## src/core_defines.svh

```systemverilog
`ifndef CORE_DEFINES_SVH
`define CORE_DEFINES_SVH

// instruction word and opcode field.
`define INST_WIDTH      32
`define OP_CODE_BITS    6
`define OPCODE_MSB      31
`define OPCODE_LSB      26

// register file.
`define REG_COUNT       16
`define REG_ADDR_BITS   4

// memories, two instructions per pair.
`define IMEM_WORDS      64
`define IMEM_ADDR_BITS  6
`define PAIR_BITS       5
`define DMEM_WORDS      64
`define DMEM_ADDR_BITS  6

`define IMM_BITS        18
`define NOP_INSTRUCTION 32'h0000_0000

`endif

```

## src/issue_pkg.sv

```systemverilog
`include "core_defines.svh"

package issue_pkg;

  typedef struct packed {
    logic [`OP_CODE_BITS-1:0]  opcode;
    logic [`REG_ADDR_BITS-1:0] rd;
    logic [`REG_ADDR_BITS-1:0] rs;
    logic [`REG_ADDR_BITS-1:0] rt;
    logic [13:0]               unused;
  } r_fmt_t;

  typedef struct packed {
    logic [`OP_CODE_BITS-1:0]  opcode;
    logic [`REG_ADDR_BITS-1:0] rd;
    logic [`REG_ADDR_BITS-1:0] rs;
    logic [`IMM_BITS-1:0]      imm;
  } i_fmt_t;

  // register form for 00xxxx, immediate form otherwise.
  typedef union packed {
    r_fmt_t r;
    i_fmt_t i;
  } inst_t;

  typedef enum logic [1:0] {
    pipe_a = 2'd0,
    pipe_b = 2'd1,
    either = 2'd2
  } pipe_class_t;

  typedef struct packed {
    logic  valid;
    logic  first;
    inst_t slot0;
    inst_t slot1;
  } issue_trace_t;

  typedef struct packed {
    logic                       read;
    logic                       write;
    logic [`DMEM_ADDR_BITS-1:0] addr;
    logic [`INST_WIDTH-1:0]     wdata;
  } dmem_req_t;

  function automatic logic [`INST_WIDTH-1:0] alu_result(
    input logic [`OP_CODE_BITS-1:0] opcode,
    input logic [`INST_WIDTH-1:0]   a,
    input logic [`INST_WIDTH-1:0]   b
  );
    case (opcode[2:0])
      3'b001:  alu_result = a - b;
      3'b010:  alu_result = a & b;
      3'b011:  alu_result = a | b;
      3'b100:  alu_result = a ^ b;
      default: alu_result = a + b; // add, also nop.
    endcase
  endfunction

endpackage

```

## src/alu_branch_pipe.sv

```systemverilog
`timescale 1ns/1ns
`include "core_defines.svh"

module alu_branch_pipe (
  input  logic                      clk,
  input  logic                      rst,
  input  issue_pkg::inst_t          inst,
  output logic [`REG_ADDR_BITS-1:0] rd_addr0,
  output logic [`REG_ADDR_BITS-1:0] rd_addr1,
  input  logic [`INST_WIDTH-1:0]    rd_data0,
  input  logic [`INST_WIDTH-1:0]    rd_data1,
  output logic                      wr_en,
  output logic [`REG_ADDR_BITS-1:0] wr_addr,
  output logic [`INST_WIDTH-1:0]    wr_data,
  output logic                      redirect,
  output logic [`PAIR_BITS-1:0]     target_pair,
  output logic                      halted
);

  import issue_pkg::*;

  logic [`OP_CODE_BITS-1:0] opcode;
  logic                     is_imm;
  logic                     is_je;
  logic                     is_halt;
  logic [`INST_WIDTH-1:0]   imm_ext;
  logic                     halted_q;

  assign opcode  = inst.r.opcode;
  assign is_imm  = (opcode[5:4] == 2'b01);
  assign is_je   = (opcode == 6'b110001);
  assign is_halt = (opcode == 6'b111111);
  assign imm_ext = {{(`INST_WIDTH-`IMM_BITS){inst.i.imm[`IMM_BITS-1]}}, inst.i.imm};

  assign rd_addr0 = inst.r.rs;
  assign rd_addr1 = is_je ? inst.r.rd : inst.r.rt; // je compares rd with rs.

  assign wr_en   = ~opcode[5];
  assign wr_addr = inst.r.rd; // same field in both forms.
  assign wr_data = alu_result(opcode, rd_data0, is_imm ? imm_ext : rd_data1);

  assign redirect    = (opcode == 6'b110000) || (is_je && rd_data0 == rd_data1);
  assign target_pair = inst.i.imm[`PAIR_BITS-1:0];

  always_ff @(posedge clk) begin
    if (rst) begin
      halted_q <= 1'b0;
    end else if (is_halt) begin
      halted_q <= 1'b1;
    end
  end

  // rises in the halt cycle so fetch stops at the next edge.
  assign halted = halted_q | is_halt;

endmodule

```

## config.mk

```make
export PLATFORM = sky130hd
export DESIGN_NAME = alu_branch_pipe
export DESIGN_NICKNAME = d
export VERILOG_FILES = /design/src/issue_pkg.sv /design/src/alu_branch_pipe.sv
export VERILOG_INCLUDE_DIRS = /design/src /design/src/src
export SDC_FILE = /design/constraint.sdc
export NUM_CORES = 1
export LEC_CHECK = 0
export BUFFER_PORTS_ARGS = -buffer_cell sky130_fd_sc_hd__buf_2
export CAP_MARGIN = 20
export CORE_AREA = 2 2 107 109
export DETAILED_ROUTE_END_ITERATION = 10
export DIE_AREA = 0 0 109 111
export GPL_ROUTABILITY_DRIVEN = 0
export GPL_TIMING_DRIVEN = 0
export PLACE_DENSITY_LB_ADDON = 0.3
export RECOVER_POWER = 25
export SLEW_MARGIN = 15
export SYNTH_ARGS = -nofsm -noshare
export SYNTH_HDL_FRONTEND = slang
export SYNTH_SLANG_ARGS = --single-unit
export TNS_END_PERCENT = 1
```

## constraint.sdc

```tcl
create_clock -name clk -period 4.3 [get_ports clk]
set_input_delay 0.215 -clock clk [delete_from_list [all_inputs] [get_ports clk]]
set_output_delay 0.215 -clock clk [all_outputs]
set_load 0.03 [all_outputs]
```

==> reports/summary.txt <==
final worst slack: -0.0330 ns
Die Wd: 109 um
Worst Setup EP: wr_data[31]
post-synth net total: 965
Startpoint Class: input pin
number of diodes: 0
Syn Inst Count: 773
Most common cell on crit path: and4_4
Core Area: 11100 um^2
I/O Buffers: 144
Bufs and invs on worst path: 3
CP required: 4.09 ns
Arr. time, crit path: 4.12 ns
cell area after synthesis: 5340 um^2
leakage: 3.45 nW
Top Family by Delay on Critical Path: simple AND/OR/NAND/NOR gates
DP HPWL: 15.7 mm
I/O pins: 150
largest family of logic cells by synthesized area: compound AO/OA/AOI/OAI gates
Final ANT Viol Nets: 0
die height: 111 um
Final Critical Period: 4.33 ns
ys async rst share: 0%
initial core utilization: 48.2%
max reg flops: 1
hold buffers post-CTS: 0
Post-synth top cells: ha_1, inv_1, a21oi_1, nor2_1, nand2_1
Final Non-Filler Cells: 1083
DRC viols: 0
Hold Slack: 0.382 ns
post-synthesis compound-gate area fraction: 26.2%
Max rail drop VDD: 0.137 mV
Worst Setup End Kind: primary output
setup TNS: -0.0341 ns
Routed wire per std cell: 18.9 um
total congestion overflow: 0
biggest regs: halted_q (1)
cell with the most instances after synthesis: ha_1
row cnt: 39
Power, Total: 0.00138 W
share of cells above drive strength 1: 28.6%
GR Util All Layers: 32.3%
final-stage net count: 1134
initial detailed-routing violation count: 702
Biggest register: halted_q
Clk pin slew, worst setup/hold paths: 0 ns
synth warn: 0
Fmax: 231 MHz
final setup fails: 2
final hold vios: 0
r2r worst-path depth: 2
Post-synth EDFFs: 0
initial antenna violation count: 0
hold crit path type: in2reg
Final Max Tran Viols: 0
status: finished, violations left
flop2flop setup slack: 3.62 ns
CP Max Fanout: 8
DRT Wirelength: 20.5 mm
vias in the first global route: 6051
PwrDens: 200 nW/um^2
Cell Chain, Critical Path: buf_8 -> or4b_4 -> o31ai_4 -> and4_4 -> and4_4 -> buf_6 -> nor2_1 -> xnor2_1 -> ha_4 -> and4_4 -> a221o_1 -> a32oi_2 -> nand3_2 -> a211oi_2 -> mux2_2 -> nand2_1 -> buf_4
clk_skew: 0 ns
first-pass GRT wire length: 31.3 mm
Setup WS pre-CTS: -1.80 ns
Seq/Total Area, Yosys: 0.375%
Setup Crit Path Kind: in2out
Seq cells post-synth: 1
post-synthesis simple-gate area fraction: 19.9%
RSZ-0062 raised after global routing: yes
Vias/cell: 6.05
Mean Syn Cell Area: 6.91 um^2
Clk Latency, worst-skew pair: 0 ns
Fillers: 1036
largest net degree at the start of global routing: 13
Rel. slew slack: 37.2%
dpl cells: 1060
Synth Area in XOR/XNOR: 13.6%
Layout area overhead: 29.3%
Setup crit start: inst[1]
top cell type's share of synthesized area: 21.8%
die area: 12100 um^2
via count: 6556
critical path depth: 17
Synth area leaders: ha_1, a21oi_1, xnor2_1, xor2_1, mux2i_1
Most used DFF post-synth: dfxtp_1
slowest stage delay, CP: 0.54 ns
Adder-Cell Fraction of Synth Area: 22.1%
failing checks: negative setup slack
Worst R2R Start: halted_q$_SDFFE_PP0P_
Cell variety after synth: 72
area leader, netlist: ha_1
Final period util: 101%
Slew @ Worst Pin: 0.942 ns
mux contribution to synthesized area: 7.40%
DRT Pass-1 Iters: 6
Crit Reg-Reg Endpoint: halted_q$_SDFFE_PP0P_
Crit-path slowest cell: or4b_4
Max-Cap Viols: 0
## cell usage in the layout, fill, tap and decap left out, types with 26 or more instances in the layout
| master | instances |
|---|---|
| buf_4 | 49 |
| a21oi_1 | 70 |
| inv_1 | 79 |
| buf_2 | 124 |
| nor2_1 | 54 |
| ha_1 | 89 |
| xor2_1 | 39 |
| xnor2_1 | 43 |
| nand2_1 | 51 |
| clkbuf_1 | 26 |
## worst min path at each step
stage | start | endpoint | slack, ns | cells after the start
4_1_cts | rst | halted_q$_SDFFE_PP0P_ | 0.39 | 2
6_report | rst | halted_q$_SDFFE_PP0P_ | 0.38 | 2
3_3_place_gp | rst | halted_q$_SDFFE_PP0P_ | 0.38 | 2
3_5_place_dp | rst | halted_q$_SDFFE_PP0P_ | 0.39 | 2
2_1_floorplan | rst | halted_q$_SDFFE_PP0P_ | 0.29 | 1
5_1_grt | rst | halted_q$_SDFFE_PP0P_ | 0.40 | 2
## repair_timing
action / CTS / global route
gates cloned: 0 / 0
endpoints found under the setup margin: 29 / 18
gates resized for setup: 67 / 63
pin swaps: 17 / 32
buffers inserted: 17 / 14
## cell type report
type / instances / area [um^2] / share of cell area, %
buffer: 43 / 288 / 4.17
multi-input combinational: 642 / 5130 / 74.3
tap: 143 / 179 / 2.59
sequential: 1 / 20.0 / 0.290
inverter: 79 / 297 / 4.29
timing repair buffer: 175 / 995 / 14.4
## cell families after synthesis
group	Yosys count
flip-flops	1
buffers and inverters	130
AND/OR/NAND/NOR	207
multiplexers	38
adder cells (fa/ha/maj)	94
XOR/XNOR	83
AO/OA/AOI/OAI	220
## power by group
group          internal [W]  switching, W
registers        0.00000959  0.0000000509
logic              0.000536      0.000835
clock network             0             0
## stage by stage
stage	utilization [%]	area (um^2)
2_1_floorplan	-	5350
6_report	62.4	6910
3_3_place_gp	56.4	6250
4_1_cts	59.9	6640
3_5_place_dp	56.4	6250
5_1_grt	62.4	6910
## per-layer routing
layer  GRT usage (%)  wire length [um]  up-vias
met5               0                 0        -
met4            10.1               841        0
met3            3.35              2190       81
met2            52.0              9260      404
met1            44.8              8180     3002
li1                -                 -     3069
## worst register-to-register path, stage by stage (launching register included)
cell,delay (ns)
dfxtp_1,0.29
o21bai_1,0.15
nor2b_1,0.13
(Power assumes the default switching activity.)
