$ cat src/core_defines.svh
`ifndef CORE_DEFINES_SVH
`define CORE_DEFINES_SVH

// instruction word and opcode field.
`define INST_WIDTH      32
`define OP_CODE_BITS    6
`define OPCODE_MSB      31
`define OPCODE_LSB      26

// register file.
`define REG_COUNT       16
`define REG_ADDR_BITS   4

// memories, two instructions per pair.
`define IMEM_WORDS      64
`define IMEM_ADDR_BITS  6
`define PAIR_BITS       5
`define DMEM_WORDS      64
`define DMEM_ADDR_BITS  6

`define IMM_BITS        18
`define NOP_INSTRUCTION 32'h0000_0000

`endif

$ cat src/issue_pkg.sv
`include "core_defines.svh"

package issue_pkg;

  typedef struct packed {
    logic [`OP_CODE_BITS-1:0]  opcode;
    logic [`REG_ADDR_BITS-1:0] rd;
    logic [`REG_ADDR_BITS-1:0] rs;
    logic [`REG_ADDR_BITS-1:0] rt;
    logic [13:0]               unused;
  } r_fmt_t;

  typedef struct packed {
    logic [`OP_CODE_BITS-1:0]  opcode;
    logic [`REG_ADDR_BITS-1:0] rd;
    logic [`REG_ADDR_BITS-1:0] rs;
    logic [`IMM_BITS-1:0]      imm;
  } i_fmt_t;

  // register form for 00xxxx, immediate form otherwise.
  typedef union packed {
    r_fmt_t r;
    i_fmt_t i;
  } inst_t;

  typedef enum logic [1:0] {
    pipe_a = 2'd0,
    pipe_b = 2'd1,
    either = 2'd2
  } pipe_class_t;

  typedef struct packed {
    logic  valid;
    logic  first;
    inst_t slot0;
    inst_t slot1;
  } issue_trace_t;

  typedef struct packed {
    logic                       read;
    logic                       write;
    logic [`DMEM_ADDR_BITS-1:0] addr;
    logic [`INST_WIDTH-1:0]     wdata;
  } dmem_req_t;

  function automatic logic [`INST_WIDTH-1:0] alu_result(
    input logic [`OP_CODE_BITS-1:0] opcode,
    input logic [`INST_WIDTH-1:0]   a,
    input logic [`INST_WIDTH-1:0]   b
  );
    case (opcode[2:0])
      3'b001:  alu_result = a - b;
      3'b010:  alu_result = a & b;
      3'b011:  alu_result = a | b;
      3'b100:  alu_result = a ^ b;
      default: alu_result = a + b; // add, also nop.
    endcase
  endfunction

endpackage

$ cat src/data_mem_arbiter.sv
`timescale 1ns/1ns
`include "core_defines.svh"

module data_mem_arbiter (
  input  logic                       clk,
  input  logic                       rst,
  input  issue_pkg::dmem_req_t       mem_req,
  output logic [`INST_WIDTH-1:0]     mem_rdata,
  input  logic                       host_rd,
  input  logic                       host_wr,
  input  logic [`DMEM_ADDR_BITS-1:0] host_addr,
  input  logic [`INST_WIDTH-1:0]     host_wdata,
  output logic [`INST_WIDTH-1:0]     host_rdata,
  output logic                       host_done
);

  logic [`INST_WIDTH-1:0]     dmem [`DMEM_WORDS];
  logic                       pend_rd;
  logic                       pend_wr;
  logic [`DMEM_ADDR_BITS-1:0] pend_addr;
  logic [`INST_WIDTH-1:0]     pend_wdata;
  logic                       pend_valid;
  logic                       pipe_grant;
  logic                       host_grant;
  logic                       req_wr;
  logic [`DMEM_ADDR_BITS-1:0] req_addr;
  logic [`INST_WIDTH-1:0]     req_wdata;

  assign pend_valid = pend_rd | pend_wr;
  assign pipe_grant = mem_req.read | mem_req.write; // pipe b always first.
  assign host_grant = (pend_valid | host_rd | host_wr) & ~pipe_grant;

  assign req_wr    = pend_valid ? pend_wr    : host_wr;
  assign req_addr  = pend_valid ? pend_addr  : host_addr;
  assign req_wdata = pend_valid ? pend_wdata : host_wdata;

  assign mem_rdata  = dmem[mem_req.addr];
  assign host_rdata = dmem[req_addr];
  assign host_done  = host_grant;

  always_ff @(posedge clk) begin
    if (mem_req.write) begin
      dmem[mem_req.addr] <= mem_req.wdata;
    end else if (host_grant && req_wr) begin
      dmem[req_addr] <= req_wdata;
    end
  end

  always_ff @(posedge clk) begin
    if (rst) begin
      pend_rd <= 1'b0;
      pend_wr <= 1'b0;
    end else if (host_grant) begin
      pend_rd <= 1'b0;
      pend_wr <= 1'b0;
    end else if (host_rd || host_wr) begin
      pend_rd <= host_rd; // wait for a free cycle.
      pend_wr <= host_wr;
    end
  end

  always_ff @(posedge clk) begin
    if (!host_grant && (host_rd || host_wr)) begin
      pend_addr  <= host_addr;
      pend_wdata <= host_wdata;
    end
  end

endmodule

$ cat config.mk
export PLATFORM = sky130hd
export DESIGN_NAME = data_mem_arbiter
export DESIGN_NICKNAME = d
export VERILOG_FILES = /design/src/issue_pkg.sv /design/src/data_mem_arbiter.sv
export VERILOG_INCLUDE_DIRS = /design/src /design/src/src
export SDC_FILE = /design/constraint.sdc
export NUM_CORES = 2
export LEC_CHECK = 0
export BUFFER_PORTS_ARGS = -buffer_cell sky130_fd_sc_hd__buf_2
export CAP_MARGIN = 20
export CORE_UTILIZATION = 45
export DETAILED_ROUTE_END_ITERATION = 10
export GPL_TIMING_DRIVEN = 0
export PLACE_DENSITY = 0.61
export SYNTH_ARGS = -nofsm -noshare
export SYNTH_HDL_FRONTEND = slang
export SYNTH_SLANG_ARGS = --single-unit
$ cat constraint.sdc
create_clock -name clk -period 7.7 [get_ports clk]
set_clock_uncertainty 0.2 [all_clocks]
set_input_delay 0.385 -clock clk [delete_from_list [all_inputs] [get_ports clk]]
set_output_delay 0.385 -clock clk [all_outputs]
set_load 0.02 [all_outputs]
==> results_dict.tcl <==
set metrics [dict create \
    status "complete, no violations" \
    core_um2 220000 \
    ys_warn_count 0 \
    drtIter0Drc 14500 \
    vias 69600 \
    syn_nets 5618 \
    rsz0062_at_grt "false" \
    final_nets 6290 \
    ys_seq_elements 2088 \
    p_leak_uw 0.0378 \
    wl_per_cell_um 48.2 \
    synth_cell_types 50 \
    path_max_fanout 12 \
    p_per_area_nw_per_um2 242 \
    startpoint "pend_rd" \
    layout_common_cells "2,086 x edfxtp_1, 896 x mux4_2, 485 x mux2i_1, 317 x clkbuf_1, 306 x nand2_1" \
    avgSynthCellArea_um2 17.9 \
    final_common_cell "edfxtp_1" \
    routed_wl_um 447000 \
    drive_gt1_frac 0.283 \
    cp-end-kind "output port" \
    finalHoldViolations 0 \
    cts_root_buffer "clkbuf_16" \
    path_class "flop to output port" \
    dieHeight_um 472 \
    maxSlewViolCount 0 \
    grt_pass1_vias 64100 \
    clock-sinks 2088 \
    firstDrtPassIters 10 \
    io-pin-count 147 \
    crit_arrival_ns 6.57 \
    cts_resized 0 \
    min_period_ns 7.16 \
    place.detailed.hpwl_um 331000 \
    grt_pass1_wl_um 585000 \
    netSwitchingPower_uw 8000 \
    ys.flop_type "edfxtp_1" \
    fill_cells 17200 \
    stdcell_count 9278 \
    grt_max_degree 45 \
    globalRouteOverflowTotal 0 \
    yosysSeqAreaShare 0.632 \
    io_buffers 142 \
    vdd_drop_max_mv 0.224 \
    drc_errors 0 \
    hold-worst-slack_ns 0.0173 \
    p_sw_frac 0.284 \
    clock_latency_ns 0.91 \
    slew_headroom 0.0347 \
    die_area_um2 222000 \
    synth_edf_count 2086 \
    crit-reg2reg-launch "pend_addr[0]" \
    cts_max_path_buffers 3 \
    worstPathRequired_ns 7.11 \
    viasPerCell 7.50 \
    combPwrFrac 0.168 \
    p_int_uw 20200 \
    synth_area_um2 99200 \
    ant_nets 0 \
    worstHoldPathType "input pin to flop" \
    cts_buffers 216 \
    max_freq_mhz 140 \
    antenna_found_initial 73 \
    fin_util 0.530 \
    layout-area-overhead-vs-synth_pct 17.3 \
    startpoint_type "flop" \
    die_w_um 472 \
    gr-usage-all-layers 0.398 \
    synth_cells 5536 \
    cts.reportedPaths.clkPinSlew_ns 0.07 \
    setup_viol 0 \
    p_clk_frac 0.378 \
    std_cell_rows 172 \
    async_reset_ff_frac 0 \
    drv_cap 0 \
    gp_congestion 1.05 \
    fin_crit_sh 0.930 \
    cts_max_level 4 \
    worstHoldStart "host_wdata[15]" \
    seqPwrFrac 0.455 \
    placed_cells 8745 \
    start_util 0.452 \
    cts_tree "yes" \
    tightest_slew_ns 1.45 \
]
==> flip-flops by register name (all words and copies together), names as in the netlist <==
register and count:
dmem 2048, pend_addr 6, pend_rd 1, pend_wdata 32
pend_wr 1
==> final timing paths <==
kind | to | cells past startpoint | slack, ns
setup / recovery | host_rdata[4] | 11 | 0.54
hold / removal | pend_wdata[15] | 2 | 0.02
setup reg to reg | dmem[8][11] | 12 | 2.22
hold reg to reg | dmem[35][26] | 2 | 0.64
==> critical path: stages, from the launching register on <==
cell      delay, ns
dfxtp_1        0.32
buf_2          0.32
or2_2          0.17
clkbuf_1       0.31
buf_2          0.53
a31oi_1        0.55
nand2b_1       0.76
clkbuf_1       0.54
nor4_1         1.28
a21oi_1        0.19
nand3_1        0.42
buf_2          0.25
==> power by group through the flow <==
| stage | sequential, uW | combinational, uW | clock, uW |
|---|---|---|---|
| floorplan | 13100 | 2200 | 0 |
| global placement | 13100 | 4100 | 0 |
| detailed placement | 13000 | 4420 | 0 |
| finish | 12800 | 4720 | 10600 |
| global route | 12800 | 4660 | 10900 |
| CTS | 12800 | 4470 | 10500 |
==> cell usage after synthesis, drive strengths merged, types with 4 or more instances <==
cell    count  area share
o32ai      64      0.0056
nand3      35      0.0018
a32oi      31      0.0027
buf       200       0.010
inv         7     0.00026
mux2        6     0.00068
o21a        5     0.00038
mux2i     485       0.049
o31a        4     0.00035
nor4       66      0.0042
nand2b     39      0.0025
o21ai      12     0.00061
nand2     307       0.012
o211ai     63      0.0048
a222oi     32      0.0032
a22o        4     0.00035
o31ai       5     0.00038
and3      129      0.0081
edfxtp   2086        0.63
clkbuf    276       0.010
nor2      240      0.0092
a21oi      35      0.0018
mux4      896        0.20
and4       31      0.0027
a211oi    128      0.0097
a22oi     188       0.014
a31oi     134      0.0084
==> layout make-up <==
cell class,count,area (um^2),area share
timing repair buffer,454,5620,0.0483
tap,2871,3590,0.0309
inverter,7,26.3,0.000226
buffer,476,2050,0.0176
antenna,22,55.1,0.000473
sequential,2088,62700,0.538
clock inverter,126,1250,0.0108
clock buffer,269,5670,0.0487
multi-input combinational,2965,35500,0.305
==> layer usage <==
metal / track usage / vias up / part of all wire
met2: 0.602 / 6814 / 0.44
li1: - / 25100 / -
met3: 0.157 / 1311 / 0.16
met4: 0.202 / 32 / 0.066
met5: 0 / - / 0.00050
met1: 0.494 / 36400 / 0.33
==> cell families after synthesis <==
kind of cell,Yosys count,share of synthesized area
multiplexers,1387,0.253
AO/OA/AOI/OAI,708,0.0528
AND/OR/NAND/NOR,870,0.0419
flip-flops,2088,0.632
buffers and inverters,483,0.0208
==> what timing repair did <==
action | 4_1_cts | 5_1_grt
setup buffers | 0 | 0
hold buffers | 98 | 0
endpoints found under the hold margin | 737 | 0
==> metrics by stage <==
| step | instance area [um^2] | power, uW | setup TNS (ns) | setup slack, ns |
|---|---|---|---|---|
| after floorplan | 99200 | 15300 | 0 | 3.28 |
| after global placement | 104000 | 17200 | -2376.44 | -1.92 |
| after detailed placement | 108000 | 17500 | 0 | 2.02 |
| final | 116000 | 28200 | 0 | 0.541 |
| after global routing | 116000 | 28400 | 0 | 0.932 |
| after CTS | 116000 | 27800 | 0 | 1.05 |
(Power assumes the default switching activity.)
