**config.mk**
```make
export PLATFORM = sky130hd
export DESIGN_NAME = fetch_unit
export DESIGN_NICKNAME = d
export VERILOG_FILES = /design/src/issue_pkg.sv /design/src/fetch_unit.sv
export VERILOG_INCLUDE_DIRS = /design/src /design/src/src
export SDC_FILE = /design/constraint.sdc
export NUM_CORES = 2
export LEC_CHECK = 0
export BUFFER_PORTS_ARGS = -buffer_cell sky130_fd_sc_hd__buf_2
export CAP_MARGIN = 20
export CELL_PAD_IN_SITES_DETAIL_PLACEMENT = 0
export CELL_PAD_IN_SITES_GLOBAL_PLACEMENT = 1
export CORE_ASPECT_RATIO = 0.7
export CORE_MARGIN = 1
export CORE_UTILIZATION = 35
export DETAILED_ROUTE_END_ITERATION = 16
export HOLD_SLACK_MARGIN = 0.06
export PLACE_DENSITY_LB_ADDON = 0.1
export SLEW_MARGIN = 20
export SYNTH_ARGS = -nofsm -noshare
export SYNTH_HDL_FRONTEND = slang
export SYNTH_SLANG_ARGS = --single-unit
```
**constraint.sdc**
```tcl
create_clock -name clk -period 4.6 [get_ports clk]
set_clock_uncertainty 0.05 [all_clocks]
set_input_delay 0.46 -clock clk [delete_from_list [all_inputs] [get_ports clk]]
set_output_delay 0.46 -clock clk [all_outputs]
set_load 0.02 [all_outputs]
```
**src/core_defines.svh**
```systemverilog
`ifndef CORE_DEFINES_SVH
`define CORE_DEFINES_SVH

// instruction word and opcode field.
`define INST_WIDTH      32
`define OP_CODE_BITS    6
`define OPCODE_MSB      31
`define OPCODE_LSB      26

// register file.
`define REG_COUNT       16
`define REG_ADDR_BITS   4

// memories, two instructions per pair.
`define IMEM_WORDS      64
`define IMEM_ADDR_BITS  6
`define PAIR_BITS       5
`define DMEM_WORDS      64
`define DMEM_ADDR_BITS  6

`define IMM_BITS        18
`define NOP_INSTRUCTION 32'h0000_0000

`endif

```
**src/issue_pkg.sv**
```systemverilog
`include "core_defines.svh"

package issue_pkg;

  typedef struct packed {
    logic [`OP_CODE_BITS-1:0]  opcode;
    logic [`REG_ADDR_BITS-1:0] rd;
    logic [`REG_ADDR_BITS-1:0] rs;
    logic [`REG_ADDR_BITS-1:0] rt;
    logic [13:0]               unused;
  } r_fmt_t;

  typedef struct packed {
    logic [`OP_CODE_BITS-1:0]  opcode;
    logic [`REG_ADDR_BITS-1:0] rd;
    logic [`REG_ADDR_BITS-1:0] rs;
    logic [`IMM_BITS-1:0]      imm;
  } i_fmt_t;

  // register form for 00xxxx, immediate form otherwise.
  typedef union packed {
    r_fmt_t r;
    i_fmt_t i;
  } inst_t;

  typedef enum logic [1:0] {
    pipe_a = 2'd0,
    pipe_b = 2'd1,
    either = 2'd2
  } pipe_class_t;

  typedef struct packed {
    logic  valid;
    logic  first;
    inst_t slot0;
    inst_t slot1;
  } issue_trace_t;

  typedef struct packed {
    logic                       read;
    logic                       write;
    logic [`DMEM_ADDR_BITS-1:0] addr;
    logic [`INST_WIDTH-1:0]     wdata;
  } dmem_req_t;

  function automatic logic [`INST_WIDTH-1:0] alu_result(
    input logic [`OP_CODE_BITS-1:0] opcode,
    input logic [`INST_WIDTH-1:0]   a,
    input logic [`INST_WIDTH-1:0]   b
  );
    case (opcode[2:0])
      3'b001:  alu_result = a - b;
      3'b010:  alu_result = a & b;
      3'b011:  alu_result = a | b;
      3'b100:  alu_result = a ^ b;
      default: alu_result = a + b; // add, also nop.
    endcase
  endfunction

endpackage

```
**src/fetch_unit.sv**
```systemverilog
`timescale 1ns/1ns
`include "core_defines.svh"

module fetch_unit (
  input  logic                       clk,
  input  logic                       rst,
  input  logic                       run,
  input  logic                       imem_we,
  input  logic [`IMEM_ADDR_BITS-1:0] imem_addr,
  input  logic [`INST_WIDTH-1:0]     imem_wdata,
  input  logic                       stall,
  input  logic                       redirect,
  input  logic [`PAIR_BITS-1:0]      target_pair,
  output issue_pkg::inst_t           pair0,
  output issue_pkg::inst_t           pair1,
  output logic                       fetch_stall,
  output logic                       pair_valid
);

  logic [`INST_WIDTH-1:0] imem [`IMEM_WORDS];
  logic [`PAIR_BITS-1:0]  pair_idx;
  logic [`PAIR_BITS-1:0]  fetch_idx;
  logic                   redirect_pend;
  logic [`PAIR_BITS-1:0]  pend_target;

  // a live redirect overrides one remembered from the first half.
  assign fetch_idx = redirect      ? target_pair :
                     redirect_pend ? pend_target : pair_idx;

  always_ff @(posedge clk) begin
    if (imem_we && !run) begin
      imem[imem_addr] <= imem_wdata;
    end
  end

  always_ff @(posedge clk) begin
    if (rst) begin
      pair_idx      <= '0;
      pair0         <= `NOP_INSTRUCTION;
      pair1         <= `NOP_INSTRUCTION;
      fetch_stall   <= 1'b0;
      pair_valid    <= 1'b0;
      redirect_pend <= 1'b0;
      pend_target   <= '0;
    end else if (!run) begin
      pair0         <= `NOP_INSTRUCTION; // index holds.
      pair1         <= `NOP_INSTRUCTION;
      fetch_stall   <= 1'b0;
      pair_valid    <= 1'b0;
      redirect_pend <= 1'b0;
    end else if (stall) begin
      fetch_stall <= 1'b1; // hold pair for second half.
      if (redirect) begin
        redirect_pend <= 1'b1;
        pend_target   <= target_pair;
      end
    end else begin
      fetch_stall   <= 1'b0;
      redirect_pend <= 1'b0;
      pair_valid    <= 1'b1;
      pair0         <= imem[{fetch_idx, 1'b0}];
      pair1         <= imem[{fetch_idx, 1'b1}];
      pair_idx      <= fetch_idx + 1'b1;
    end
  end

endmodule

```
==> impl_summary.log <==
INFO  metric floorplan.initialDensity = 35.3%
INFO  metric share_comb_of_total_power = 7.2%
INFO  metric grt_use_total = 23.7%
INFO  metric number_of_warnings_reported_in_the_yosys_synthesis_log = 0
INFO  metric first_global_vias = 44800
INFO  metric clock_insertion_delay_worst_skew = 0.88 ns
INFO  metric arrival = 4.65 ns
INFO  metric rsz0062_at_grt = no
INFO  metric number_of_enable_flip_flop_cells_after_synthesis = 2048
INFO  metric finalSetupViolCount = 0
INFO  metric yosys.area.top_type_share = 74.7%
INFO  metric drtIter0Drc = 5621
INFO  metric main_synth_ff_type = edfxtp_1
INFO  metric setup_total_negative_slack = 0 ns
INFO  metric post_synth_and_or_nand_nor_area_fraction = 3.66%
INFO  metric syn_avg_cell_area = 18.2 µm²
INFO  metric overflow = 0
INFO  metric grt_first_pass_wirelength = 390000 µm
INFO  metric final_antenna_net_count = 0
INFO  metric final-hold-violation-count = 0
INFO  metric leakage = 0.0308 µW
INFO  metric core_region_area = 233000 µm²
INFO  metric clock_power_share = 42.0%
INFO  metric cts_buffers = 218
INFO  metric residual_drc = 0
INFO  metric crit_chain = mux2_4, o21ai_4, inv_8, buf_12, mux4_2, and2_1, o311ai_1, buf_4, a211oi_1
INFO  metric powerDensity = 439 nW/µm²
INFO  metric cp_max_fo = 59
INFO  metric power.ir.vdd_worst = 0.316 mV
INFO  metric yosys.area.top_type = edfxtp_1
INFO  metric ys_types = 61
INFO  metric fraction_of_layout_cells_with_a_size_suffix_above_1 = 21.6%
INFO  metric fillers = 20700
INFO  metric detail_route.first_pass.iterations = 6
INFO  metric layout_min_cycle_time = 3.98 ns
INFO  metric worst_hold_path_type = input port to flip-flop
INFO  metric crit_path_max_incr_delay = 0.71 ns
INFO  metric cts.sinks = 2125
INFO  metric avgRoutedWirePerCell = 35.2 µm
INFO  metric synth.area.top_cells = edfxtp_1 75%, mux4_2 6.9%, mux2i_1 3.2%
INFO  metric numPortBuffers = 114
INFO  metric ys_async_sr_fraction = 0%
INFO  metric maxClockFrequency = 0.251 GHz
INFO  metric worstPathBufferInverterCount = 3
INFO  metric final_gp_congestion = 0.797
INFO  metric power.switching = 9720 µW
INFO  metric critPathTopFamily = buffers and inverters
INFO  metric clk_transition_reported_paths = 0.07 ns
INFO  metric avgViaCountPerCell = 5.72
INFO  metric netlist_instances = 4528
INFO  metric power.switching_fraction = 23.1%
INFO  metric synthAdderAreaFrac = 0.0152%
INFO  metric largest_family_of_logic_cells_by_synthesized_area = multiplexers
INFO  metric setup_cp_type = flip-flop to flip-flop
INFO  metric share_seq_of_total_power = 50.8%
INFO  metric area.growth.synth_to_final = 16.5%
INFO  metric pre_cts_ws = 0.613 ns
INFO  metric net_count_reported_at_finish = 4902
INFO  metric timing.final.ws_setup = 0.618 ns
INFO  metric fp-row-count = 148
INFO  metric syn-cell-area = 82400 µm²
INFO  metric floorplan.die.width = 582 µm
INFO  metric tritoncts_clock_tree = yes
INFO  metric antenna_found_initial = 31
INFO  metric area_of_the_die = 237000 µm²
INFO  metric detailed_placement_hpwl = 169000 µm
INFO  metric yosys.area_share.xor_xnor = 0.0319%
INFO  metric cts_max_level = 4
INFO  metric boundaryPins = 115
INFO  metric synth-compound-area-share = 6.86%
INFO  metric cp-end-kind = flip-flop
INFO  metric register_area_share_after_synthesis = 76.5%
INFO  metric yosys_register_bits = 2125
INFO  metric detailed_route_via_count = 46400
INFO  metric final.period_utilization = 86.6%
INFO  metric routed_wl = 286000 µm
INFO  metric worstMarginPinSlew = 1.15 ns
INFO  metric power_report.internal_total = 32400 µW
INFO  metric final_slew_violations = 0
INFO  metric worst-endpoint-required = 5.27 ns
INFO  metric worst_slew_margin_rel = 23.2%
INFO  metric fp.dieH = 408 µm
INFO  metric synth.area.mux_share = 10.9%
INFO  metric crit_path_start_kind = flip-flop
INFO  metric grt_start_max_net_pins = 132
INFO  metric synth.net_count = 4578
INFO  metric cts_root_buf = clkbuf_16
INFO  metric max-cap-violations = 0
INFO  metric outcome = completed
INFO  metric deepest_clock_path_buffer_count = 4
INFO  metric critical-path-slowest-cell = o311ai_1
==> flip-flops by register name (all words and copies together), names as in the netlist <==
name           cells
imem            2048
pair0             32
pair1             32
pair_idx           5
pend_target        5
fetch_stall        1
pair_valid         1
redirect_pend      1
==> cell usage after synthesis, types with 33 or more instances <==
cell type  instances
mux2i_1          261
inv_1             94
a22o_1            38
buf_2             78
o21ai_0           50
dfxtp_1           77
a221oi_1          33
buf_1             33
clkbuf_1         162
o22ai_1          109
edfxtp_1        2048
a22oi_1           52
nand2_1          266
a211oi_1          48
mux2_2            56
mux4_2           253
nor2_1           146
a21oi_1           64
o211ai_1         180
nand3_1          106
==> what timing repair did <==
action,CTS,global route
resized for setup,0,0
setup buffers,0,0
hold endpoints to repair,90,0
hold buffers,15,0
==> power by group through the flow <==
stage	clock [µW]	sequential (µW)	combinational, µW
2_1_floorplan	0	21800	1540
3_3_place_gp	0	21800	3030
3_5_place_dp	0	21800	3040
4_1_cts	18000	21400	3060
5_1_grt	18700	21400	3200
6_report	17700	21400	3030
==> layer usage <==
layer  share of wire, %  track usage, %  wire length (µm)  vias up
met5              0.020               0                57        -
met4                1.8            4.44              5230        8
met3                6.6            3.44             18800      322
met2                 42            33.6            120000     1819
met1                 50            38.5            142000    25100
li1                   -               -                 -    19200
==> metrics by stage <==
stage                     util [%]  cells  instance area, µm²  hold slack [ns]  power (µW)
after floorplan                  -   4528               82400            0.404       23400
after global placement        38.1   7692               88800            0.416       24900
after detailed placement      38.1   7692               88800            0.420       24900
after CTS                     41.1   8103               95900           0.0627       42500
after global routing          41.1   8103               95900           0.0809       43300
final                         41.2   8112               95900            0.101       42100
==> cell type report <==
type,count,area (µm²),area share [%]
multi-input combinational,2013,18300,19.0
sequential,2125,63000,65.7
inverter,96,375,0.391
clock buffer,287,5900,6.15
tap,3075,3850,4.01
antenna,9,22.5,0.0235
clock inverter,109,1040,1.08
timing repair buffer,398,3460,3.60
==> kinds of logic (layout without fill, tap and decap cells) <==
family                   count (synthesis)  after routing
adder cells (fa/ha/maj)                  1              1
XOR/XNOR                                 3              3
buffers and inverters                  390            890
AND/OR/NAND/NOR                        667            667
AO/OA/AOI/OAI                          771            771
other                                    0              9
multiplexers                           571            571
flip-flops                            2125           2125
==> worst paths after layout <==
check,from,to,slack (ns),cells after the start
max,redirect_pend$_SDFFE_PP0P_,pair1[23]$_SDFFE_PP0N_,0.62,9
min,imem_wdata[22],imem[0][22]$_DFFE_PP_,0.10,1
max reg2reg,redirect_pend$_SDFFE_PP0P_,pair1[23]$_SDFFE_PP0N_,0.62,9
min reg2reg,pair_valid$_SDFFE_PP0N_,pair_valid$_SDFFE_PP0N_,0.42,1
==> placed cells by master, fill, tap and decap left out, drive strengths merged, types with 16 or more instances in the layout <==
cell type	instances
a22oi	52
edfxtp	2048
nand4	28
buf	383
and2	32
a211oi	48
o221ai	25
dfxtp	77
mux2i	261
nand3	106
a22o	38
a21oi	65
a32oi	16
bufinv	20
o21ai	51
a32o	23
mux4	253
nand2	266
o31ai	25
a311oi	27
clkbuf	287
o22ai	109
o211ai	180
inv	98
mux2	57
nor2	146
clkinv	84
nor3	33
a221oi	33
a31oi	21
Note: power is estimated with default switching activity, not from simulation.
