==> config.mk <==
export PLATFORM = sky130hd
export DESIGN_NAME = regfile
export DESIGN_NICKNAME = d
export VERILOG_FILES = /design/src/regfile.sv
export VERILOG_INCLUDE_DIRS = /design/src /design/src/src
export SDC_FILE = /design/constraint.sdc
export NUM_CORES = 1
export LEC_CHECK = 0
export BUFFER_PORTS_ARGS = -buffer_cell sky130_fd_sc_hd__buf_4
export CAP_MARGIN = 5
export CORE_AREA = 5 5 234 407
export CTS_BUF_LIST = sky130_fd_sc_hd__clkbuf_2
export DETAILED_ROUTE_END_ITERATION = 6
export DIE_AREA = 0 0 239 412
export PLACE_DENSITY_LB_ADDON = 0.05
export SLEW_MARGIN = 25
export SYNTH_ARGS = -nofsm -noshare
export SYNTH_HDL_FRONTEND = slang
export SYNTH_SLANG_ARGS = --single-unit
export TNS_END_PERCENT = 100
==> constraint.sdc <==
create_clock -name clk -period 2.65 [get_ports clk]
set_input_delay 0 -clock clk [delete_from_list [all_inputs] [get_ports clk]]
set_output_delay 0 -clock clk [all_outputs]
set_load 0.05 [all_outputs]
==> src/core_defines.svh <==
`ifndef CORE_DEFINES_SVH
`define CORE_DEFINES_SVH

// instruction word and opcode field.
`define INST_WIDTH      32
`define OP_CODE_BITS    6
`define OPCODE_MSB      31
`define OPCODE_LSB      26

// register file.
`define REG_COUNT       16
`define REG_ADDR_BITS   4

// memories, two instructions per pair.
`define IMEM_WORDS      64
`define IMEM_ADDR_BITS  6
`define PAIR_BITS       5
`define DMEM_WORDS      64
`define DMEM_ADDR_BITS  6

`define IMM_BITS        18
`define NOP_INSTRUCTION 32'h0000_0000

`endif

==> src/regfile.sv <==
`timescale 1ns/1ns
`include "core_defines.svh"

module regfile (
  input  logic                      clk,
  input  logic                      rst,
  input  logic [`REG_ADDR_BITS-1:0] rd_addr0,
  input  logic [`REG_ADDR_BITS-1:0] rd_addr1,
  input  logic [`REG_ADDR_BITS-1:0] rd_addr2,
  input  logic [`REG_ADDR_BITS-1:0] rd_addr3,
  output logic [`INST_WIDTH-1:0]    rd_data0,
  output logic [`INST_WIDTH-1:0]    rd_data1,
  output logic [`INST_WIDTH-1:0]    rd_data2,
  output logic [`INST_WIDTH-1:0]    rd_data3,
  input  logic                      wr_en_a,
  input  logic [`REG_ADDR_BITS-1:0] wr_addr_a,
  input  logic [`INST_WIDTH-1:0]    wr_data_a,
  input  logic                      wr_en_b,
  input  logic [`REG_ADDR_BITS-1:0] wr_addr_b,
  input  logic [`INST_WIDTH-1:0]    wr_data_b
);

  logic [`INST_WIDTH-1:0] regs [`REG_COUNT];

  always_ff @(posedge clk) begin
    if (rst) begin
      for (int i = 0; i < `REG_COUNT; i++) begin
        regs[i] <= '0;
      end
    end else begin
      if (wr_en_a) begin
        regs[wr_addr_a] <= wr_data_a;
      end
      if (wr_en_b) begin
        regs[wr_addr_b] <= wr_data_b; // pipe b wins a tie.
      end
    end
  end

  assign rd_data0 = (rd_addr0 == '0) ? '0 : regs[rd_addr0];
  assign rd_data1 = (rd_addr1 == '0) ? '0 : regs[rd_addr1];
  assign rd_data2 = (rd_addr2 == '0) ? '0 : regs[rd_addr2];
  assign rd_data3 = (rd_addr3 == '0) ? '0 : regs[rd_addr3];

endmodule

==> results.md, run 1 <==
- Outcome: complete, but fails checks
- Violations in the final reports: setup timing
- Comb pwr share: 0.316
- Most common flop cell mapped by yosys: edfxtp_1
- # port buffers: 219
- Min Tclk post-route: 3.20 ns
- Max Slew Vio Count: 0
- Y dimension of the die: 412 um
- Class of the most critical hold timing path: in2reg
- Via count of the first global-routing pass: 32400
- Router iterations before antenna repair: 6
- Fraction of final layout cells sized beyond drive strength 1: 0.392
- RSZ-0062 raised after global routing: true
- Busiest layer in global routing: met2
- WHS Endpoint: regs[14][30]
- Required time reported for the critical path endpoint: around 2.7 ns
- Cells after DPL: 3870
- Startpoint class of the critical path: flop
- Full die area: 98500 um2
- Proportion of register bits with asynchronous set or reset after synthesis: 0
- Floorplan core area: 91400 um2
- Final weighted congestion in routability-driven placement: 0.906
- Switching component of the power: 8.12 mW
- Largest registers: regs x481
- Largest register FFs: 481
- Initial DRC Count: 4321
- CTS tree: built
- Total overflow reported by the global router: 0
- Root buffer selected by CTS: clkbuf_2
- Clock slew at reported path FFs: roughly 0.12 ns
- Top delay family on crit path: multiplexers
- Syn. warnings: 0
- Met2 Use GR: 0.564
- Inserted Clock Buffers: 119
- ANT nets after route: 0
- Layout net count: 3178
- Clock Path Buffers: 3
- Largest driver fanout on the critical path: 4
- Number of remaining DRC errors: 0
- Total cell area at the placement stage: 38800 um2
- Share of synthesized area occupied by flip-flops and latches: 0.408
- Post-layout power: 21.7 mW
- Number of antenna violations at the first check in global routing: 8
- Starting density of the core: 0.387
- Aggregate negative setup slack: -42.69 ns
- Wire length of the first global-routing pass: around 250 mm
- Final-layout worst hold slack: 0.147 ns
- Yosys top cell by area: edfxtp_1
- Number of synthesized flops with an enable pin: 481
- Final hold vios: 0
- Number of cell rows: 147
- Leak pwr: 15.8 nW
- GR Util met3: 0.0918
- Internal power summed over all cells: 13.6 mW
- Met1 Use GR: 0.447
- Min-Delay Path Depth: 7
- Maximum operating frequency: between 300 and 400 MHz
- Pwr/cell area: between 400 and 500 nW/um2
- Highest-delay cell along the critical path: mux4_2
- Max stage delay on crit path: 0.50 ns
- Post-Syn Area per Cell: 12.9 um2
- Maximum number of pins on one net before global-route repair: 71
- Clock sink total: 481
- Drt total wl: 184 mm
- Cell types with the largest area share after synthesis: edfxtp_1, mux4_2, a22o_1, mux2i_1, mux2_2
- Worst Setup Slack, final: -0.552 ns
- Proportion of power drawn by flip-flops and latches: 0.433
- Endpoint type of the worst setup path: output pin
- Setup violations, final: around 130
- Startpoint of the most critical hold path: wr_addr_a[0]
- Flop and latch count out of synthesis: 481
- Total global-route track usage: 0.360
- Distinct cell type count after synthesis: 45
- Total number of vias: about 32000
- Area delta synth->final: 23.5%
- Worst IR Drop VDD: 0.315 mV
- Arrival time at the worst endpoint: 3.20 ns
- Final HPWL from detailed placement: 112 mm
- I/O pins: 220
- Number of maximum-capacitance constraint violations: 0
- Overall die width: 239 um
- Utilization after layout: 0.478
- Post-synth net total: 2825
- Average detailed-routed wire length per instance: between 40 and 50 um
- Cell area after layout: 43700 um2
- Net switching share of the total power: 0.373
- Register with the most flip-flops: regs
- Sum of buffers and inverters on the critical path: 1
- Headroom to the max-slew limit: 0.319
- Synthesized instance count: roughly 2700
- Netlist area before placement: 35400 um2
- Number of cells in the finished layout apart from fillers: 4392
- Fin crit share: 1.21
- Clock H-tree levels: 3
- Worst setup path class: reg2out
- Yosys top cell area share: 0.408
- Worst-margin pin slew: around 1.0 ns
- Cell chain of the critical path: mux4_2 -> nor2b_2 -> nor3_2 -> a221o_2 -> buf_6
- Share of total power in the clock network: 0.251
- Drt via density: 7.34
- Pre-CTS worst setup slack: slightly below 0.3 ns
final cells by class:
class	count	area, um2
clock inverters	59	290
inverters	3	11.3
flip-flops and latches	481	14400
fillers	8186	47700
well taps	1192	1490
repair buffers	672	6640
clock buffers	162	811
diodes	14	35.0
multi-input cells	1809	20000
how the worst max path moves through the flow:
stage,start,end,cells past startpoint
6_report,regs[10][0],rd_data3[0],5
5_1_grt,regs[10][0],rd_data3[0],5
4_1_cts,regs[10][0],rd_data3[0],5
3_5_place_dp,rst,regs[9][28],5
3_3_place_gp,rst,regs[9][29],5
2_1_floorplan,rd_addr1[3],rd_data1[30],5
synth_stat cells (3+ instances only):
master and count:
a311oi_1 4, nor3_1 42, o22ai_1 97, buf_4 7, mux2i_1 196, o31a_1 87, o21ai_0 3, nor3_2 8
a221o_1 31, a221oi_1 31, a21oi_1 5, nand2b_1 14, a211o_1 6, or3_1 5, edfxtp_1 481, clkbuf_1 245
inv_1 3, nor2b_1 43, mux4_2 289, buf_2 103, a22oi_1 87, o22a_1 87, a311o_1 5, o31ai_1 3
mux2_2 130, nor2_1 111, nand2_1 19, a22o_1 482, buf_1 85
power by group through the flow:
stage	sequential, mW	combinational [mW]	clock, mW
finish	9.41	6.86	5.47
global route	9.45	7.04	5.94
CTS	9.37	6.65	5.60
detailed placement	9.57	5.97	0
global placement	9.55	5.94	0
floorplan	9.36	3.88	0
cells by family (layout without fill, tap and decap cells):
| group | count (synthesis) | count (layout) | synth area share |
|---|---|---|---|
| flip-flops | 481 | 481 | 0.408 |
| AO/OA/AOI/OAI | 933 | 933 | 0.221 |
| other | 0 | 14 | 0 |
| multiplexers | 615 | 615 | 0.281 |
| AND/OR/NAND/NOR | 261 | 261 | 0.0384 |
| buffers and inverters | 443 | 896 | 0.0514 |
metal layers:
| metal | vias up | routed length (um) |
|---|---|---|
| met4 | 2 | 14500 |
| li1 | 12400 | - |
| met3 | 775 | 19700 |
| met5 | - | 15 |
| met2 | 2727 | 84300 |
| met1 | 16400 | 65700 |
cells in the final DEF, fill, tap and decap left out, types with 13 or more instances in the layout:
cell type	n
a221oi_1	20
o22ai_1	93
buf_4	296
nor3_2	18
buf_6	141
nor3_1	24
o31a_1	87
nor2_1	100
clkbuf_2	162
o22a_1	87
diode_2	14
a22oi_1	54
clkinv_1	42
clkinv_2	13
a22o_1	482
buf_12	45
nor2_4	13
dlygate4sd3_1	183
mux2_4	19
edfxtp_1	481
mux2i_1	195
a221o_1	28
mux4_2	289
a22oi_2	33
nor2b_1	25
mux2_2	111
repair_timing:
item	CTS	global route
gates resized for setup	206	74
setup endpoints to repair	128	217
pin swaps	28	15
setup buffers	74	29
hold buffers	182	4
endpoints found under the hold margin	962	3
Note: power is estimated with default switching activity, not from simulation.
==> run 2, diff against run 1 <==
GPL_TIMING_DRIVEN = 0   (was not set)
SKIP_CTS_REPAIR_TIMING = 1   (was not set)
==> results.md, run 2 (synthesized netlist as in run 1, its figures left out) <==
- Outcome: complete, but fails checks
- Violations in the final reports: DRC, hold timing, capacitance limit, slew limit, setup timing
- Cell area after layout: roughly 44000 um2
- Root buffer selected by CTS: clkbuf_2
- RSZ-0062 raised after global routing: true
- Internal power summed over all cells: 13.8 mW
- Min Tclk post-route: 3.30 ns
- Total global-route track usage: 0.441
- Net switching share of the total power: 0.390
- Fraction of final layout cells sized beyond drive strength 1: 0.362
- Footprint of the flip-flops and latches: roughly 14000 um2
- Class of the most critical hold timing path: in2reg
- Comb pwr share: 0.328
- Top delay family on crit path: compound AO/OA/AOI/OAI gates
- Number of remaining DRC errors: 1
- Initial DRC Count: 5540
- Router iterations before antenna repair: 7
- Sum of buffers and inverters on the critical path: 1
- Worst setup path class: reg2out
- Highest-delay cell along the critical path: edfxtp_1
- Final weighted congestion in routability-driven placement: 0.990
- Final hold vios: 17
- Met1 Use GR: 0.463
- Leak pwr: 15.9 nW
- Worst Setup Slack, final: -0.654 ns
- # port buffers: around 140
- Number of maximum-capacitance constraint violations: 1
- Cell chain of the critical path: mux2_4 -> a221oi_4 -> nor3_4 -> a221o_1 -> buf_6
- Worst-margin pin slew: 1.69 ns
- Met2 Use GR: 0.704
- Layout net count: roughly 3400
- Most common library cell in the layout ignoring fill and taps: a22o_1
- Maximum number of pins on one net before global-route repair: 25
- Clock Path Buffers: 3
- Busiest layer in global routing: met2
- Drt total wl: 231 mm
- Utilization after layout: 0.484
- Endpoint type of the worst setup path: output pin
- Total overflow reported by the global router: 0
- Setup violations, final: 158
- Proportion of power drawn by flip-flops and latches: 0.416
- Via count of the first global-routing pass: ~34000
- Total cell area at the placement stage: 38700 um2
- Y dimension of the die: between 400 and 500 um
- Fin crit share: 1.25
- I/O pins: between 200 and 250
- Arrival time at the worst endpoint: 3.30 ns
- Full die area: just under 100000 um2
- Largest register FFs: just under 500
- Final-layout worst hold slack: -0.0678 ns
- Area delta synth->final: 25.0%
- Clock slew at reported path FFs: about 0.13 ns
- Max Slew Vio Count: 11
- Share of total power in the clock network: 0.256
- Overall die width: approximately 240 um
- Largest driver fanout on the critical path: 4
- Switching component of the power: 8.83 mW
- Worst IR Drop VDD: 0.363 mV
- Number of antenna violations at the first check in global routing: 20
- Number of cell rows: 147
- ANT nets after route: 0
- Wire length of the first global-routing pass: about 290 mm
- GR Util met3: 0.142
- Startpoint class of the critical path: flop
- Final HPWL from detailed placement: 159 mm
- Multi-input logic area: 20200 um2
- Drt via density: 7.55
- Commonest cells after routing, fill and taps aside: a22o_1, edfxtp_1, mux4_2, clkbuf_2, dlygate4sd3_1
- Post-layout power: between 20 and 25 mW
- Max stage delay on crit path: 0.51 ns
- Starting density of the core: 0.387
- Register with the most flip-flops: regs
- Maximum operating frequency: between 300 and 400 MHz
- CTS tree: built
- Total number of vias: 35100
- Average detailed-routed wire length per instance: roughly 50 um
- Aggregate negative setup slack: -62.55 ns
- Headroom to the max-slew limit: -0.125
- Clock sink total: 481
- Inserted Clock Buffers: 119
- Pwr/cell area: 512 nW/um2
- Required time reported for the critical path endpoint: 2.65 ns
- Fill cell total of the finished layout: 8424
- Clock H-tree levels: 3
- Largest registers: regs x481
- Floorplan core area: about 90000 um2
[run 2: area by class of cell]
cell class | instances | area share
flip-flops and latches | 481 | 0.327
plain buffers | 440 | 0.0427
inverters | 3 | 0.000255
well taps | 1192 | 0.0337
clock buffers | 154 | 0.0174
clock inverters | 61 | 0.00843
multi-input cells | 1809 | 0.457
diodes | 19 | 0.00108
repair buffers | 483 | 0.113
[run 2: final timing paths]
kind,startpoint,to,cells after the start,slack (ns)
min,wr_addr_b[0],regs[0][30],4,-0.07
max,regs[1][4],rd_data3[4],5,-0.65
[run 2: metrics by stage]
stage                     std cells  setup slack [ns]
after floorplan                2733             0.341
final                          4642            -0.654
after global placement         4066             -2.20
after global routing           4637            -0.687
after CTS                      4309            -0.822
after detailed placement       4094            -0.674
[run 2: routing by layer]
| metal | wire [um] | vias to the layer above |
|---|---|---|
| met5 | 21 | - |
| met4 | 27500 | 4 |
| met3 | 26600 | 1344 |
| met2 | 106000 | 3444 |
| met1 | 70900 | 17400 |
| li1 | - | 12900 |
[run 2: power by group through the flow]
stage / clock (mW) / combinational (mW) / sequential (mW)
floorplan: 0 / 3.88 / 9.36
global placement: 0 / 6.13 / 9.57
detailed placement: 0 / 6.27 / 9.57
CTS: 5.75 / 6.29 / 9.40
global route: 6.05 / 7.44 / 9.45
finish: 5.79 / 7.41 / 9.42
